<file path="src/rtl/holo_pkg.sv">
`default_nettype none

package holo_pkg;

  // one uart or spi byte
  typedef logic [7:0] byte_t;

  // address byte in [15:8], data byte in [7:0]
  typedef logic [15:0] spi_word_t;

  // shared by receiver and transmitter
  typedef enum logic [1:0] {
    UART_IDLE,
    UART_START,
    UART_DATA,
    UART_STOP
  } uart_state_e;

  // spi master sequencing
  typedef enum logic [1:0] {
    SPI_IDLE,
    SPI_SHIFT,
    SPI_FINISH
  } spi_state_e;

  // fpga_clk cycles per uart bit
  localparam int DEF_CLKS_PER_BIT = 20;
  // fpga_clk cycles per half sclk period
  localparam int DEF_SPI_HALF_DIV = 4;
  // reply queue entries, power of two
  localparam int DEF_FIFO_DEPTH = 4;
  // display reset stretch in cycles
  localparam int DEF_RESET_CYCLES = 10;

endpackage

`default_nettype wire

</file>
<file path="src/rtl/uart_rx.sv">
`timescale 1ns/1ps
`default_nettype none

module uart_rx #(
  parameter int CLKS_PER_BIT = holo_pkg::DEF_CLKS_PER_BIT
) (
  input  wire logic       fpga_clk,
  input  wire logic       reset_all_cmd_w,
  input  wire logic       rx_serial_i,
  output logic            rx_valid_o,
  output holo_pkg::byte_t rx_byte_o
);
  import holo_pkg::*;

  localparam int CNT_W = $clog2(CLKS_PER_BIT + 1);
  // last count of a full bit, and the start bit midpoint
  localparam logic [CNT_W-1:0] BIT_LAST = CNT_W'(CLKS_PER_BIT - 1);
  localparam logic [CNT_W-1:0] BIT_MID  = CNT_W'((CLKS_PER_BIT - 1) / 2);

  logic             rx_meta;
  logic             rx_sync;
  uart_state_e      state;
  logic [CNT_W-1:0] clk_cnt;
  logic [2:0]       bit_idx;

  // two flop synchronizer, line idles high
  always_ff @(posedge fpga_clk) begin
    if (reset_all_cmd_w) begin
      rx_meta <= 1'b1;
      rx_sync <= 1'b1;
    end else begin
      rx_meta <= rx_serial_i;
      rx_sync <= rx_meta;
    end
  end

  always_ff @(posedge fpga_clk) begin
    if (reset_all_cmd_w) begin
      state      <= UART_IDLE;
      clk_cnt    <= '0;
      bit_idx    <= '0;
      rx_valid_o <= 1'b0;
    end else begin
      rx_valid_o <= 1'b0;
      case (state)
        UART_IDLE: begin
          clk_cnt <= '0;
          bit_idx <= '0;
          // falling edge marks a possible start bit
          if (!rx_sync) begin
            state <= UART_START;
          end
        end
        UART_START: begin
          if (clk_cnt == BIT_MID) begin
            clk_cnt <= '0;
            // line back high at midpoint, glitch
            state   <= rx_sync ? UART_IDLE : UART_DATA;
          end else begin
            clk_cnt <= clk_cnt + 1'b1;
          end
        end
        UART_DATA: begin
          if (clk_cnt == BIT_LAST) begin
            clk_cnt <= '0;
            if (bit_idx == 3'd7) begin
              state <= UART_STOP;
            end else begin
              bit_idx <= bit_idx + 1'b1;
            end
          end else begin
            clk_cnt <= clk_cnt + 1'b1;
          end
        end
        UART_STOP: begin
          // mid stop bit, byte complete
          if (clk_cnt == BIT_LAST) begin
            clk_cnt    <= '0;
            rx_valid_o <= 1'b1;
            state      <= UART_IDLE;
          end else begin
            clk_cnt <= clk_cnt + 1'b1;
          end
        end
        default: state <= UART_IDLE;
      endcase
    end
  end

  // lsb first, sampled at each data bit midpoint
  always_ff @(posedge fpga_clk) begin
    if (state == UART_DATA && clk_cnt == BIT_LAST) begin
      rx_byte_o <= {rx_sync, rx_byte_o[7:1]};
    end
  end

endmodule

`default_nettype wire

</file>
<file path="src/rtl/uart_tx.sv">
`timescale 1ns/1ps
`default_nettype none

module uart_tx #(
  parameter int CLKS_PER_BIT = holo_pkg::DEF_CLKS_PER_BIT
) (
  input  wire logic            fpga_clk,
  input  wire logic            reset_all_cmd_w,
  input  wire logic            send_i,
  input  wire holo_pkg::byte_t send_byte_i,
  output logic                 tx_serial_o,
  output logic                 tx_busy_o
);
  import holo_pkg::*;

  localparam int CNT_W = $clog2(CLKS_PER_BIT + 1);
  localparam logic [CNT_W-1:0] BIT_LAST = CNT_W'(CLKS_PER_BIT - 1);

  uart_state_e      state;
  logic [CNT_W-1:0] clk_cnt;
  logic [2:0]       bit_idx;
  byte_t            tx_data;
  logic             bit_done;

  assign bit_done = (clk_cnt == BIT_LAST);

  always_ff @(posedge fpga_clk) begin
    if (reset_all_cmd_w) begin
      state       <= UART_IDLE;
      clk_cnt     <= '0;
      bit_idx     <= '0;
      tx_serial_o <= 1'b1;
      tx_busy_o   <= 1'b0;
    end else begin
      case (state)
        UART_IDLE: begin
          clk_cnt <= '0;
          bit_idx <= '0;
          // start bit goes out the next cycle
          if (send_i) begin
            tx_serial_o <= 1'b0;
            tx_busy_o   <= 1'b1;
            state       <= UART_START;
          end
        end
        UART_START: begin
          if (bit_done) begin
            clk_cnt     <= '0;
            tx_serial_o <= tx_data[0];
            state       <= UART_DATA;
          end else begin
            clk_cnt <= clk_cnt + 1'b1;
          end
        end
        UART_DATA: begin
          if (bit_done) begin
            clk_cnt <= '0;
            if (bit_idx == 3'd7) begin
              tx_serial_o <= 1'b1;
              state       <= UART_STOP;
            end else begin
              bit_idx     <= bit_idx + 1'b1;
              tx_serial_o <= tx_data[bit_idx + 3'd1];
            end
          end else begin
            clk_cnt <= clk_cnt + 1'b1;
          end
        end
        UART_STOP: begin
          // busy drops only once stop bit is complete
          if (bit_done) begin
            clk_cnt   <= '0;
            tx_busy_o <= 1'b0;
            state     <= UART_IDLE;
          end else begin
            clk_cnt <= clk_cnt + 1'b1;
          end
        end
        default: state <= UART_IDLE;
      endcase
    end
  end

  // byte latched at launch
  always_ff @(posedge fpga_clk) begin
    if (state == UART_IDLE && send_i) begin
      tx_data <= send_byte_i;
    end
  end

endmodule

`default_nettype wire

</file>
<file path="src/rtl/cmd_pairer.sv">
`timescale 1ns/1ps
`default_nettype none

module cmd_pairer (
  input  wire logic            fpga_clk,
  input  wire logic            reset_all_cmd_w,
  input  wire logic            rx_valid_i,
  input  wire holo_pkg::byte_t rx_byte_i,
  output logic                 spi_start_o,
  output holo_pkg::spi_word_t  spi_word_o
);

  // high once the address byte of a pair is held
  logic have_addr;

  always_ff @(posedge fpga_clk) begin
    if (reset_all_cmd_w) begin
      have_addr   <= 1'b0;
      spi_start_o <= 1'b0;
    end else begin
      // second byte of a pair launches the transfer
      spi_start_o <= rx_valid_i && have_addr;
      if (rx_valid_i) begin
        have_addr <= ~have_addr;
      end
    end
  end

  // old data byte moves up into the address half
  // new byte lands in the data half
  always_ff @(posedge fpga_clk) begin
    if (rx_valid_i) begin
      spi_word_o <= {spi_word_o[7:0], rx_byte_i};
    end
  end

endmodule

`default_nettype wire

</file>
<file path="src/rtl/spi_master.sv">
`timescale 1ns/1ps
`default_nettype none

module spi_master #(
  parameter int SPI_HALF_DIV = holo_pkg::DEF_SPI_HALF_DIV
) (
  input  wire logic                fpga_clk,
  input  wire logic                reset_all_cmd_w,
  input  wire logic                start_i,
  input  wire holo_pkg::spi_word_t word_i,
  input  wire logic                miso_i,
  output logic                     sen_o,
  output logic                     sck_o,
  output logic                     mosi_o,
  output logic                     reply_valid_o,
  output holo_pkg::byte_t          reply_byte_o
);
  import holo_pkg::*;

  localparam int DIV_W = (SPI_HALF_DIV > 1) ? $clog2(SPI_HALF_DIV) : 1;
  localparam logic [DIV_W-1:0] DIV_LAST = DIV_W'(SPI_HALF_DIV - 1);

  spi_state_e       state;
  logic [DIV_W-1:0] div_cnt;
  logic [3:0]       bit_cnt;
  spi_word_t        tx_shift;
  byte_t            rx_shift;
  logic             load;
  logic             half_done;
  logic             sck_rise;
  logic             sck_fall;

  ////////////////////////////////////////////////////////////
  // edge strobes
  ////////////////////////////////////////////////////////////
  assign load      = (state == SPI_IDLE) && start_i;
  assign half_done = (state == SPI_SHIFT) && (div_cnt == DIV_LAST);
  // sck about to rise so miso gets sampled
  assign sck_rise  = half_done && !sck_o;
  // sck about to fall and the next mosi bit goes out
  assign sck_fall  = half_done && sck_o;

  ////////////////////////////////////////////////////////////
  // control fsm for mode 0
  ////////////////////////////////////////////////////////////
  always_ff @(posedge fpga_clk) begin
    if (reset_all_cmd_w) begin
      state         <= SPI_IDLE;
      div_cnt       <= '0;
      bit_cnt       <= '0;
      sen_o         <= 1'b1;
      sck_o         <= 1'b0;
      mosi_o        <= 1'b0;
      reply_valid_o <= 1'b0;
    end else begin
      reply_valid_o <= 1'b0;
      case (state)
        SPI_IDLE: begin
          // msb ready on mosi as chip select drops
          if (start_i) begin
            sen_o   <= 1'b0;
            mosi_o  <= word_i[15];
            div_cnt <= '0;
            bit_cnt <= '0;
            state   <= SPI_SHIFT;
          end
        end
        SPI_SHIFT: begin
          if (half_done) begin
            div_cnt <= '0;
            sck_o   <= ~sck_o;
            if (sck_o) begin
              if (bit_cnt == 4'd15) begin
                // last falling edge ends the transfer
                sen_o         <= 1'b1;
                mosi_o        <= 1'b0;
                reply_valid_o <= 1'b1;
                state         <= SPI_FINISH;
              end else begin
                bit_cnt <= bit_cnt + 1'b1;
                mosi_o  <= tx_shift[14];
              end
            end
          end else begin
            div_cnt <= div_cnt + 1'b1;
          end
        end
        // one cycle of chip select high before next start
        SPI_FINISH: state <= SPI_IDLE;
        default:    state <= SPI_IDLE;
      endcase
    end
  end

  ////////////////////////////////////////////////////////////
  // shift registers
  ////////////////////////////////////////////////////////////
  always_ff @(posedge fpga_clk) begin
    if (load) begin
      tx_shift <= word_i;
    end else if (sck_fall) begin
      tx_shift <= {tx_shift[14:0], 1'b0};
    end
    if (sck_rise) begin
      rx_shift <= {rx_shift[6:0], miso_i};
    end
  end

  // last eight bits sampled and held until the next transfer
  assign reply_byte_o = rx_shift;

endmodule

`default_nettype wire

</file>
<file path="src/rtl/resp_fifo.sv">
`timescale 1ns/1ps
`default_nettype none

module resp_fifo #(
  parameter int FIFO_DEPTH = holo_pkg::DEF_FIFO_DEPTH
) (
  input  wire logic            fpga_clk,
  input  wire logic            reset_all_cmd_w,
  input  wire logic            push_i,
  input  wire holo_pkg::byte_t push_byte_i,
  input  wire logic            tx_busy_i,
  output logic                 send_o,
  output holo_pkg::byte_t      send_byte_o
);
  import holo_pkg::*;

  localparam int PTR_W = (FIFO_DEPTH > 1) ? $clog2(FIFO_DEPTH) : 1;
  localparam logic [PTR_W:0] FULL_CNT = (PTR_W + 1)'(FIFO_DEPTH);

  byte_t            mem [FIFO_DEPTH];
  logic [PTR_W-1:0] wr_ptr;
  logic [PTR_W-1:0] rd_ptr;
  logic [PTR_W:0]   count;
  logic             holdoff;
  logic             do_push;
  logic             do_pop;

  // replies arriving while full are lost
  assign do_push = push_i && (count != FULL_CNT);
  // holdoff gives tx_busy a cycle to rise after a launch
  assign do_pop  = (count != '0) && !tx_busy_i && !holdoff;

  always_ff @(posedge fpga_clk) begin
    if (reset_all_cmd_w) begin
      wr_ptr  <= '0;
      rd_ptr  <= '0;
      count   <= '0;
      holdoff <= 1'b0;
      send_o  <= 1'b0;
    end else begin
      send_o  <= do_pop;
      holdoff <= do_pop;
      if (do_push) begin
        wr_ptr <= wr_ptr + 1'b1;
      end
      if (do_pop) begin
        rd_ptr <= rd_ptr + 1'b1;
      end
      // occupancy
      case ({do_push, do_pop})
        2'b10:   count <= count + 1'b1;
        2'b01:   count <= count - 1'b1;
        default: count <= count;
      endcase
    end
  end

  // storage and launch byte
  always_ff @(posedge fpga_clk) begin
    if (do_push) begin
      mem[wr_ptr] <= push_byte_i;
    end
    if (do_pop) begin
      send_byte_o <= mem[rd_ptr];
    end
  end

endmodule

`default_nettype wire

</file>
<file path="src/rtl/slm_reset_gen.sv">
`timescale 1ns/1ps
`default_nettype none

module slm_reset_gen #(
  parameter int RESET_CYCLES = holo_pkg::DEF_RESET_CYCLES
) (
  input  wire logic fpga_clk,
  input  wire logic reset_all_cmd_w,
  output logic      slm_reset_n_o
);

  localparam int CNT_W = $clog2(RESET_CYCLES + 1);

  logic [CNT_W-1:0] stretch_cnt;

  always_ff @(posedge fpga_clk) begin
    if (reset_all_cmd_w) begin
      // reload, hold display in reset
      stretch_cnt   <= CNT_W'(RESET_CYCLES);
      slm_reset_n_o <= 1'b0;
    end else begin
      if (stretch_cnt != '0) begin
        stretch_cnt <= stretch_cnt - 1'b1;
      end
      // release only after the count has run out
      slm_reset_n_o <= (stretch_cnt == '0);
    end
  end

endmodule

`default_nettype wire

</file>
<file path="src/rtl/holo_bridge_top.sv">
`timescale 1ns/1ps
`default_nettype none

module holo_bridge_top #(
  parameter int CLKS_PER_BIT = holo_pkg::DEF_CLKS_PER_BIT,
  parameter int SPI_HALF_DIV = holo_pkg::DEF_SPI_HALF_DIV,
  parameter int FIFO_DEPTH   = holo_pkg::DEF_FIFO_DEPTH,
  parameter int RESET_CYCLES = holo_pkg::DEF_RESET_CYCLES
) (
  input  wire logic fpga_clk,
  input  wire logic reset_all_cmd_w,
  input  wire logic uart_rx_i,
  input  wire logic sout_i,
  output logic      uart_tx_o,
  output logic      sen_o,
  output logic      sck_o,
  output logic      sdat_o,
  output logic      slm_reset_n_o
);
  import holo_pkg::*;

  ////////////////////////////////////////////////////////////
  // host to display path
  ////////////////////////////////////////////////////////////
  logic      rx_valid;
  byte_t     rx_byte;
  logic      spi_start;
  spi_word_t spi_word;

  uart_rx #(.CLKS_PER_BIT(CLKS_PER_BIT)) u_uart_rx (
    .fpga_clk        (fpga_clk),
    .reset_all_cmd_w (reset_all_cmd_w),
    .rx_serial_i     (uart_rx_i),
    .rx_valid_o      (rx_valid),
    .rx_byte_o       (rx_byte)
  );

  // address then data byte per transfer
  cmd_pairer u_cmd_pairer (
    .fpga_clk        (fpga_clk),
    .reset_all_cmd_w (reset_all_cmd_w),
    .rx_valid_i      (rx_valid),
    .rx_byte_i       (rx_byte),
    .spi_start_o     (spi_start),
    .spi_word_o      (spi_word)
  );

  ////////////////////////////////////////////////////////////
  // display to host path
  ////////////////////////////////////////////////////////////
  logic  reply_valid;
  byte_t reply_byte;
  logic  send;
  byte_t send_byte;
  logic  tx_busy;

  spi_master #(.SPI_HALF_DIV(SPI_HALF_DIV)) u_spi_master (
    .fpga_clk        (fpga_clk),
    .reset_all_cmd_w (reset_all_cmd_w),
    .start_i         (spi_start),
    .word_i          (spi_word),
    .miso_i          (sout_i),
    .sen_o           (sen_o),
    .sck_o           (sck_o),
    .mosi_o          (sdat_o),
    .reply_valid_o   (reply_valid),
    .reply_byte_o    (reply_byte)
  );

  resp_fifo #(.FIFO_DEPTH(FIFO_DEPTH)) u_resp_fifo (
    .fpga_clk        (fpga_clk),
    .reset_all_cmd_w (reset_all_cmd_w),
    .push_i          (reply_valid),
    .push_byte_i     (reply_byte),
    .tx_busy_i       (tx_busy),
    .send_o          (send),
    .send_byte_o     (send_byte)
  );

  uart_tx #(.CLKS_PER_BIT(CLKS_PER_BIT)) u_uart_tx (
    .fpga_clk        (fpga_clk),
    .reset_all_cmd_w (reset_all_cmd_w),
    .send_i          (send),
    .send_byte_i     (send_byte),
    .tx_serial_o     (uart_tx_o),
    .tx_busy_o       (tx_busy)
  );

  // display reset, active low
  slm_reset_gen #(.RESET_CYCLES(RESET_CYCLES)) u_slm_reset_gen (
    .fpga_clk        (fpga_clk),
    .reset_all_cmd_w (reset_all_cmd_w),
    .slm_reset_n_o   (slm_reset_n_o)
  );

endmodule

`default_nettype wire

</file>
<file path="config.mk">
export PLATFORM = sky130hd
export DESIGN_NAME = holo_bridge_top
export DESIGN_NICKNAME = d
export VERILOG_FILES = /design/src/rtl/holo_pkg.sv /design/src/rtl/uart_rx.sv /design/src/rtl/uart_tx.sv /design/src/rtl/cmd_pairer.sv /design/src/rtl/spi_master.sv /design/src/rtl/resp_fifo.sv /design/src/rtl/slm_reset_gen.sv /design/src/rtl/holo_bridge_top.sv
export SDC_FILE = /design/constraint.sdc
export NUM_CORES = 1
export LEC_CHECK = 0
export ABC_AREA = 1
export BUFFER_PORTS_ARGS = -buffer_cell sky130_fd_sc_hd__clkbuf_2
export CORE_UTILIZATION = 55
export CTS_CLUSTER_SIZE = 24
export DETAILED_ROUTE_END_ITERATION = 7
export PLACE_DENSITY = 0.73
export SETUP_SLACK_MARGIN = 0.2
export SLEW_MARGIN = 20
export SYNTH_ARGS = -nofsm -noshare
export SYNTH_HDL_FRONTEND = slang
export SYNTH_HIERARCHICAL = 1
export SYNTH_SLANG_ARGS = --single-unit
</file>
<file path="constraint.sdc">
create_clock -name fpga_clk -period 4.4 [get_ports fpga_clk]
set_input_delay 0.22 -clock fpga_clk [delete_from_list [all_inputs] [get_ports fpga_clk]]
set_output_delay 0.22 -clock fpga_clk [all_outputs]
set_load 0.05 [all_outputs]
</file>
# Word-level counts from Yosys, hierarchy flattened
# Memories as Yosys holds them, arrays and structs flattened. A register that Yosys moved wholly into a read port is not among the register bits.
# Cells that the tools add are included.
[totals]
mem_count = 1
inputBits = 4
reg_bits = 107
wordCells = 189
out_inout_bits = 5
ram_bits = 32
[memory_table]
columns = ["name", "words", "word_bits", "read_ports", "rd_ports_with_merged_regs", "wr", "line_no", "text"]
rows = [
  ["u_resp_fifo.mem", 4, 8, 1, 1, 1, "resp_fifo.sv:20", "byte_t mem [FIFO_DEPTH];"],
]
[op_classes]
n_addsub = 11
reduce_logical = 42
magnitude_cmp = 1
n_eq_ne = 34
n_mux = 64
n_bitwise = 5
[op_table]
columns = ["operator", "count"]
rows = [
  ["2-bit 2-to-1 mux", 17],
  ["15-bit 2-to-1 mux", 2],
  ["2-bit by 1-bit inequality test with 1-bit output (second input constant)", 10],
  ["5-bit AND reduction", 4],
  ["1-bit 2-to-1 mux", 19],
  ["3-bit case mux with 2 select lines", 3],
  ["4-bit 2-to-1 mux", 4],
  ["2-bit case mux with 4 select lines", 2],
  ["5-bit 2-to-1 mux", 3],
  ["5-bit case mux with 3 select lines", 1],
  ["2-bit inequality test (second input constant)", 7],
  ["2-bit equality test (second input constant)", 6],
  ["3-bit 2-to-1 mux", 4],
  ["4-bit AND reduction", 3],
  ["2-bit nonzero test", 6],
  ["5-bit by 1-bit adder with 5-bit output (second input constant)", 2],
  ["5-bit equality test (second input constant)", 2],
  ["1-bit logical AND", 10],
  ["5-bit case mux with 2 select lines", 1],
  ["3-bit by 1-bit adder with 3-bit output (second input constant)", 3],
  ["3-bit AND reduction", 3],
  ["2-bit by 1-bit equality test with 1-bit output (second input constant)", 4],
  ["2-bit case mux with 2 select lines", 2],
  ["4-bit case mux with 2 select lines", 1],
  ["other kinds (22)", 38],
]

# Longest topological paths before layout
[logic_depth]
word_depth = 6
ltp_mapped = 13
ltp_nobuf = 13

# By module
# Netlist, hierarchy kept.
[by_module_without_submodules]
columns = ["module", "area_each_um2", "n_inst", "cells_per_inst"]
rows = [
  ["resp_fifo", 1920.6, 1, 152],
  ["spi_master", 1483.9, 1, 159],
  ["uart_tx", 1002.2, 1, 113],
  ["uart_rx", 837.1, 1, 84],
  ["cmd_pairer", 545.5, 1, 24],
  ["slm_reset_gen", 225.2, 1, 31],
]

# Worst setup path after synthesis
# Ideal clock, no wire load.
[synth_path]
path_kind = "register -> register"
start = "register u_uart_tx.tx_busy_o"
end = "register u_resp_fifo.count[2]"
n_path_buf = 0
slack_ps = 2616
required_time_ps = 4287
stages_incl_launch_ff = 13
arrival_ps = 1671
setup_time_ps = 113
cell_sequence = "dfxtp_1 > nor2_1 > nand2_2 > inv_1 > ha_1 > inv_1 > fa_1 > inv_1 > nand2_1 > nand3_1 > nand2_1 > nand2_1 > nor2_1"
[synth_between]
elab_chain_len = 5
word_cells_on_any_way = 7
[synth_lines]
columns = ["element", "line_no", "text"]
rows = [
  ["from (decl)", "uart_tx.sv:12", "output logic tx_busy_o"],
  ["from (signal assigned)", "uart_tx.sv:33", "tx_busy_o <= 1'b0;"],
  ["from (signal assigned)", "uart_tx.sv:42", "tx_busy_o <= 1'b1;"],
  ["from (signal assigned)", "uart_tx.sv:73", "tx_busy_o <= 1'b0;"],
  ["1-bit zero test (*)", "resp_fifo.sv:31", "assign do_pop = (count != '0) && !tx_busy_i && !holdoff;"],
  ["1-bit logical AND (*) (2 in series)", "resp_fifo.sv:31", ""],
  ["net u_resp_fifo.do_pop", "resp_fifo.sv:26", "logic do_pop;"],
  ["2-bit by 1-bit equality test with 1-bit output or 2-bit equality test (tied branches)", "resp_fifo.sv:50", "case ({do_push, do_pop})"],
  ["3-bit case mux with 2 select lines or 2-bit nonzero test (tied branches)", "-", ""],
  ["to (signal assigned)", "resp_fifo.sv:51", "2'b10: count <= count + 1'b1;"],
  ["to (signal assigned)", "resp_fifo.sv:52", "2'b01: count <= count - 1'b1;"],
  ["to (signal assigned)", "resp_fifo.sv:53", "default: count <= count;"],
  ["to (decl)", "resp_fifo.sv:23", "logic [PTR_W:0] count;"],
]
# Mark *: on every way through the listed nets, which the timed path passes. The rest lies on a longest branch.
# A chain may end at the register's enable or synchronous reset.

# Worst setup path after layout
[layout_path]
start = "register u_resp_fifo.count[2]"
end = "register u_resp_fifo.count[2]"
[layout_between]
elab_chain_len = 5
word_cells_on_any_way = 11
[layout_lines]
columns = ["element", "line_no"]
rows = [
  ["3-bit nonzero test (*)", "resp_fifo.sv:31"],
  ["1-bit logical AND (*) (2 in series)", "resp_fifo.sv:31"],
  ["net u_resp_fifo.do_pop", "resp_fifo.sv:26"],
  ["2-bit by 1-bit equality test with 1-bit output or 2-bit equality test (tied branches)", "resp_fifo.sv:50"],
  ["3-bit case mux with 2 select lines or 2-bit nonzero test (tied branches)", "-"],
]
# Marked as above.

==> impl_metrics.ini <==
[run_status]
status = completed

[sta]
rsz0062_at_grt = false
period_share_pct = 46.7
finalSetupViolations = 0
post-route-min-period_ns = 2.06
skew_ns = 0.00624
tns_ns = 0
slew_violations = 0
tightest_slew_ns = 0.861
timing.hold.ws_ns = 0.311
hold_viol_final = 0
max_freq_mhz = 486
max_slew_margin_pct = 42.4

[global_routing]
grt_use_total_pct = 18.5
grt_pass1_wl_mm = 15.9
antenna_found_initial = 0
grt_pass1_vias = 3571
grt_max_degree = 31
grt_remaining_overflow = 0

[cells_and_area]
stdcell_area_mm2 = 0.00676
final_util_pct = 64.6
drive_above_1_share_pct = 11.9
insertedDiodeCount = 0
area_growth_pct = 12.4
finalNetCount = 610

[worst_setup_path]
ff2ff_path_depth = 13
crit_path_start = u_resp_fifo/count[2]$_SDFFE_PP0P_
worstPathArrival_ns = 2.49
critPathLaunchType = flop
path_class = reg -> reg
crit_end = u_resp_fifo/count[2]$_SDFFE_PP0P_
endpoint_kind = flop
r2r-start = u_resp_fifo/count[2]$_SDFFE_PP0P_
crit_fanout = 9
cp_data_required_time_ns = 4.83
rrSetupSlack_ns = 2.34
r2r_end = u_resp_fifo/count[2]$_SDFFE_PP0P_

[synthesis]
synth_top_area_share_pct = 47.4
synth_fp_nets = 588
postSynthCellCount = 563
ys_warn_count = 6
ys_types = 36
yosys-top-cells-area = edfxtp_1, dfxtp_1, nand2_1
synthFlopType = edfxtp_1
yosysTopAreaCell = edfxtp_1
async_reset_ff_share_pct = 0
synth_edf_count = 95
seq_area_frac_synth_pct = 64.7
netlist_area_mm2 = 0.00601
avgSynthCellArea_um2 = 10.7
ys_seq_elements = 147

[power]
p_seq_share_pct = 47.0
pwr-share-comb_pct = 14.1
powerDensity_mw_per_mm2 = 529
ir_drop_mv = 0.355
p_int_w = 0.00263
power.leakage_nw = 2.66
switching_power_w = 0.000946
clock_power_share_pct = 38.9
switching_share_pct = 26.4

[floorplanning]
dieArea_mm2 = 0.0114
die_w_um = 107
num_rows = 37
start_util_pct = 57.5
dieHeight_um = 107
coreArea_mm2 = 0.0105
io_pins = 9

[clock_network]
clk_pin_slew_ns = 0.06
clk_latency_ns = 0.53
ctsHoldBuffers = 2
cts_made_buffers = 17
clock_path_buffers = 2
ctsResizeCount = 0
cts_sinks = 147
cts_tree = built
htreeDepth = 4
clockRootBuffer = clkbuf_8
cts_setup_buffers = 0

[detailed_routing]
drt_iter0_markers = 264
drt_first_pass_iters = 4
drc = 0
ant_nets = 0
wl_mm = 9.37
wl_per_cell_um = 12.8
vias = 3758
vias_per_cell = 5.12

[worst_hold_path]
hp-class = in -> reg

[placed_design]
dpl.hpwl_mm = 6.15
numPortBuffers = 8
gp_routability_congestion = 0.802
placed_area_mm2 = 0.00616

[run]
drv_cap = 0
-- cells in the mapped netlist, drive strengths merged, types with 5 or more instances --
library cell  count
edfxtp           95
o21ai            26
nand3            40
nand2           132
dfxtp            52
o22ai             8
buf               6
nand4             6
nor2             75
ha               20
a21oi            22
inv              62
nor3              5
-- routing by layer --
layer | routed length [µm] | vias to the layer above | global-route usage (%)
met1 | 4450 | 1749 | 23.5
met4 | 205 | 0 | 10.6
met3 | 368 | 19 | 6.02
met2 | 4350 | 57 | 27.9
met5 | 0 | - | 0
li1 | - | 1933 | -
-- layout by cell type (no fill, tap or decap), types with 4 or more instances in the layout --
cell	synthesis	final
dfxtp_1	52	52
nor2_1	65	65
ha_1	20	20
o22ai_1	8	8
nand2_1	122	122
nor3_1	4	4
clkinvlp_4	0	5
nand4_1	5	5
edfxtp_1	95	95
o21ai_0	24	24
clkbuf_2	1	8
a21oi_1	22	22
clkbuf_16	0	16
nor2_2	8	8
nand3_1	37	37
inv_1	58	58
nand2_2	8	8
-- critical path: stages, from the launching register on --
cell and delay [ns]:
dfxtp_1 0.35, inv_1 0.08, nand2_1 0.11, nand2_2 0.10
inv_1 0.28, ha_1 0.24, inv_1 0.07, fa_1 0.38
inv_1 0.07, nand2_1 0.05, nand3_1 0.09, nand2_1 0.06
nand2_1 0.05, nor2_1 0.04
-- power by group through the flow --
stage          sequential [W]  combinational (W)  clock [W]
2_1_floorplan         0.00168           0.000449          0
3_3_place_gp          0.00170           0.000478          0
3_5_place_dp          0.00171           0.000503          0
4_1_cts               0.00168           0.000507    0.00143
5_1_grt               0.00169           0.000576    0.00148
6_report              0.00168           0.000505    0.00139
-- logic make-up after synthesis --
family | count (synthesis) | synth area share [%]
AND/OR/NAND/NOR | 263 | 19.7
flip-flops | 147 | 64.7
buffers and inverters | 69 | 5.12
AO/OA/AOI/OAI | 59 | 5.39
adder cells (fa/ha/maj) | 21 | 4.49
XOR/XNOR | 4 | 0.583
-- sequential cells by signal, indices dropped and copies added, names as in the netlist, 8 cells and up, named ones only --
signal / cells
u_resp_fifo/mem: 32
u_uart_tx/tx_data: 8
u_spi_master/tx_shift: 15
u_cmd_pairer/spi_word_o: 16
u_resp_fifo/send_byte_o: 8
u_spi_master/reply_byte_o: 8
u_uart_rx/rx_byte_o: 8
-- final cells by class --
type / count / area (µm²)
sequential: 147 / 3890
fill: 804 / 3700
multi-input combinational: 347 / 1810
clock buffer: 19 / 422
inverter: 62 / 240
tap: 136 / 170
clock inverter: 13 / 160
timing repair buffer: 10 / 60.1
-- through the flow --
step / total power, W / std cells / worst slack (ns)
finish: 0.00358 / 734 / 2.34
global placement: 0.00218 / 700 / 2.48
CTS: 0.00362 / 734 / 2.32
global route: 0.00375 / 734 / 2.13
floorplan: 0.00213 / 563 / 2.62
detailed placement: 0.00221 / 700 / 2.33
-- how the worst min path moves through the flow --
stage | start | end | slack [ns] | cells after the start
after CTS | reset_all_cmd_w | u_resp_fifo/holdoff$_SDFF_PP0_ | 0.30 | 2
final | reset_all_cmd_w | u_resp_fifo/holdoff$_SDFF_PP0_ | 0.31 | 2
after global routing | reset_all_cmd_w | u_resp_fifo/holdoff$_SDFF_PP0_ | 0.34 | 2
after floorplan | reset_all_cmd_w | u_resp_fifo/rd_ptr[1]$_SDFFE_PP0P_ | 0.29 | 1
after global placement | u_uart_rx/rx_meta$_SDFF_PP1_ | u_uart_rx/rx_sync$_SDFF_PP1_ | 0.39 | 1
after detailed placement | sout_i | u_spi_master/reply_byte_o[0]$_DFFE_PP_ | 0.40 | 1
Note: power is estimated with default switching activity, not from simulation.
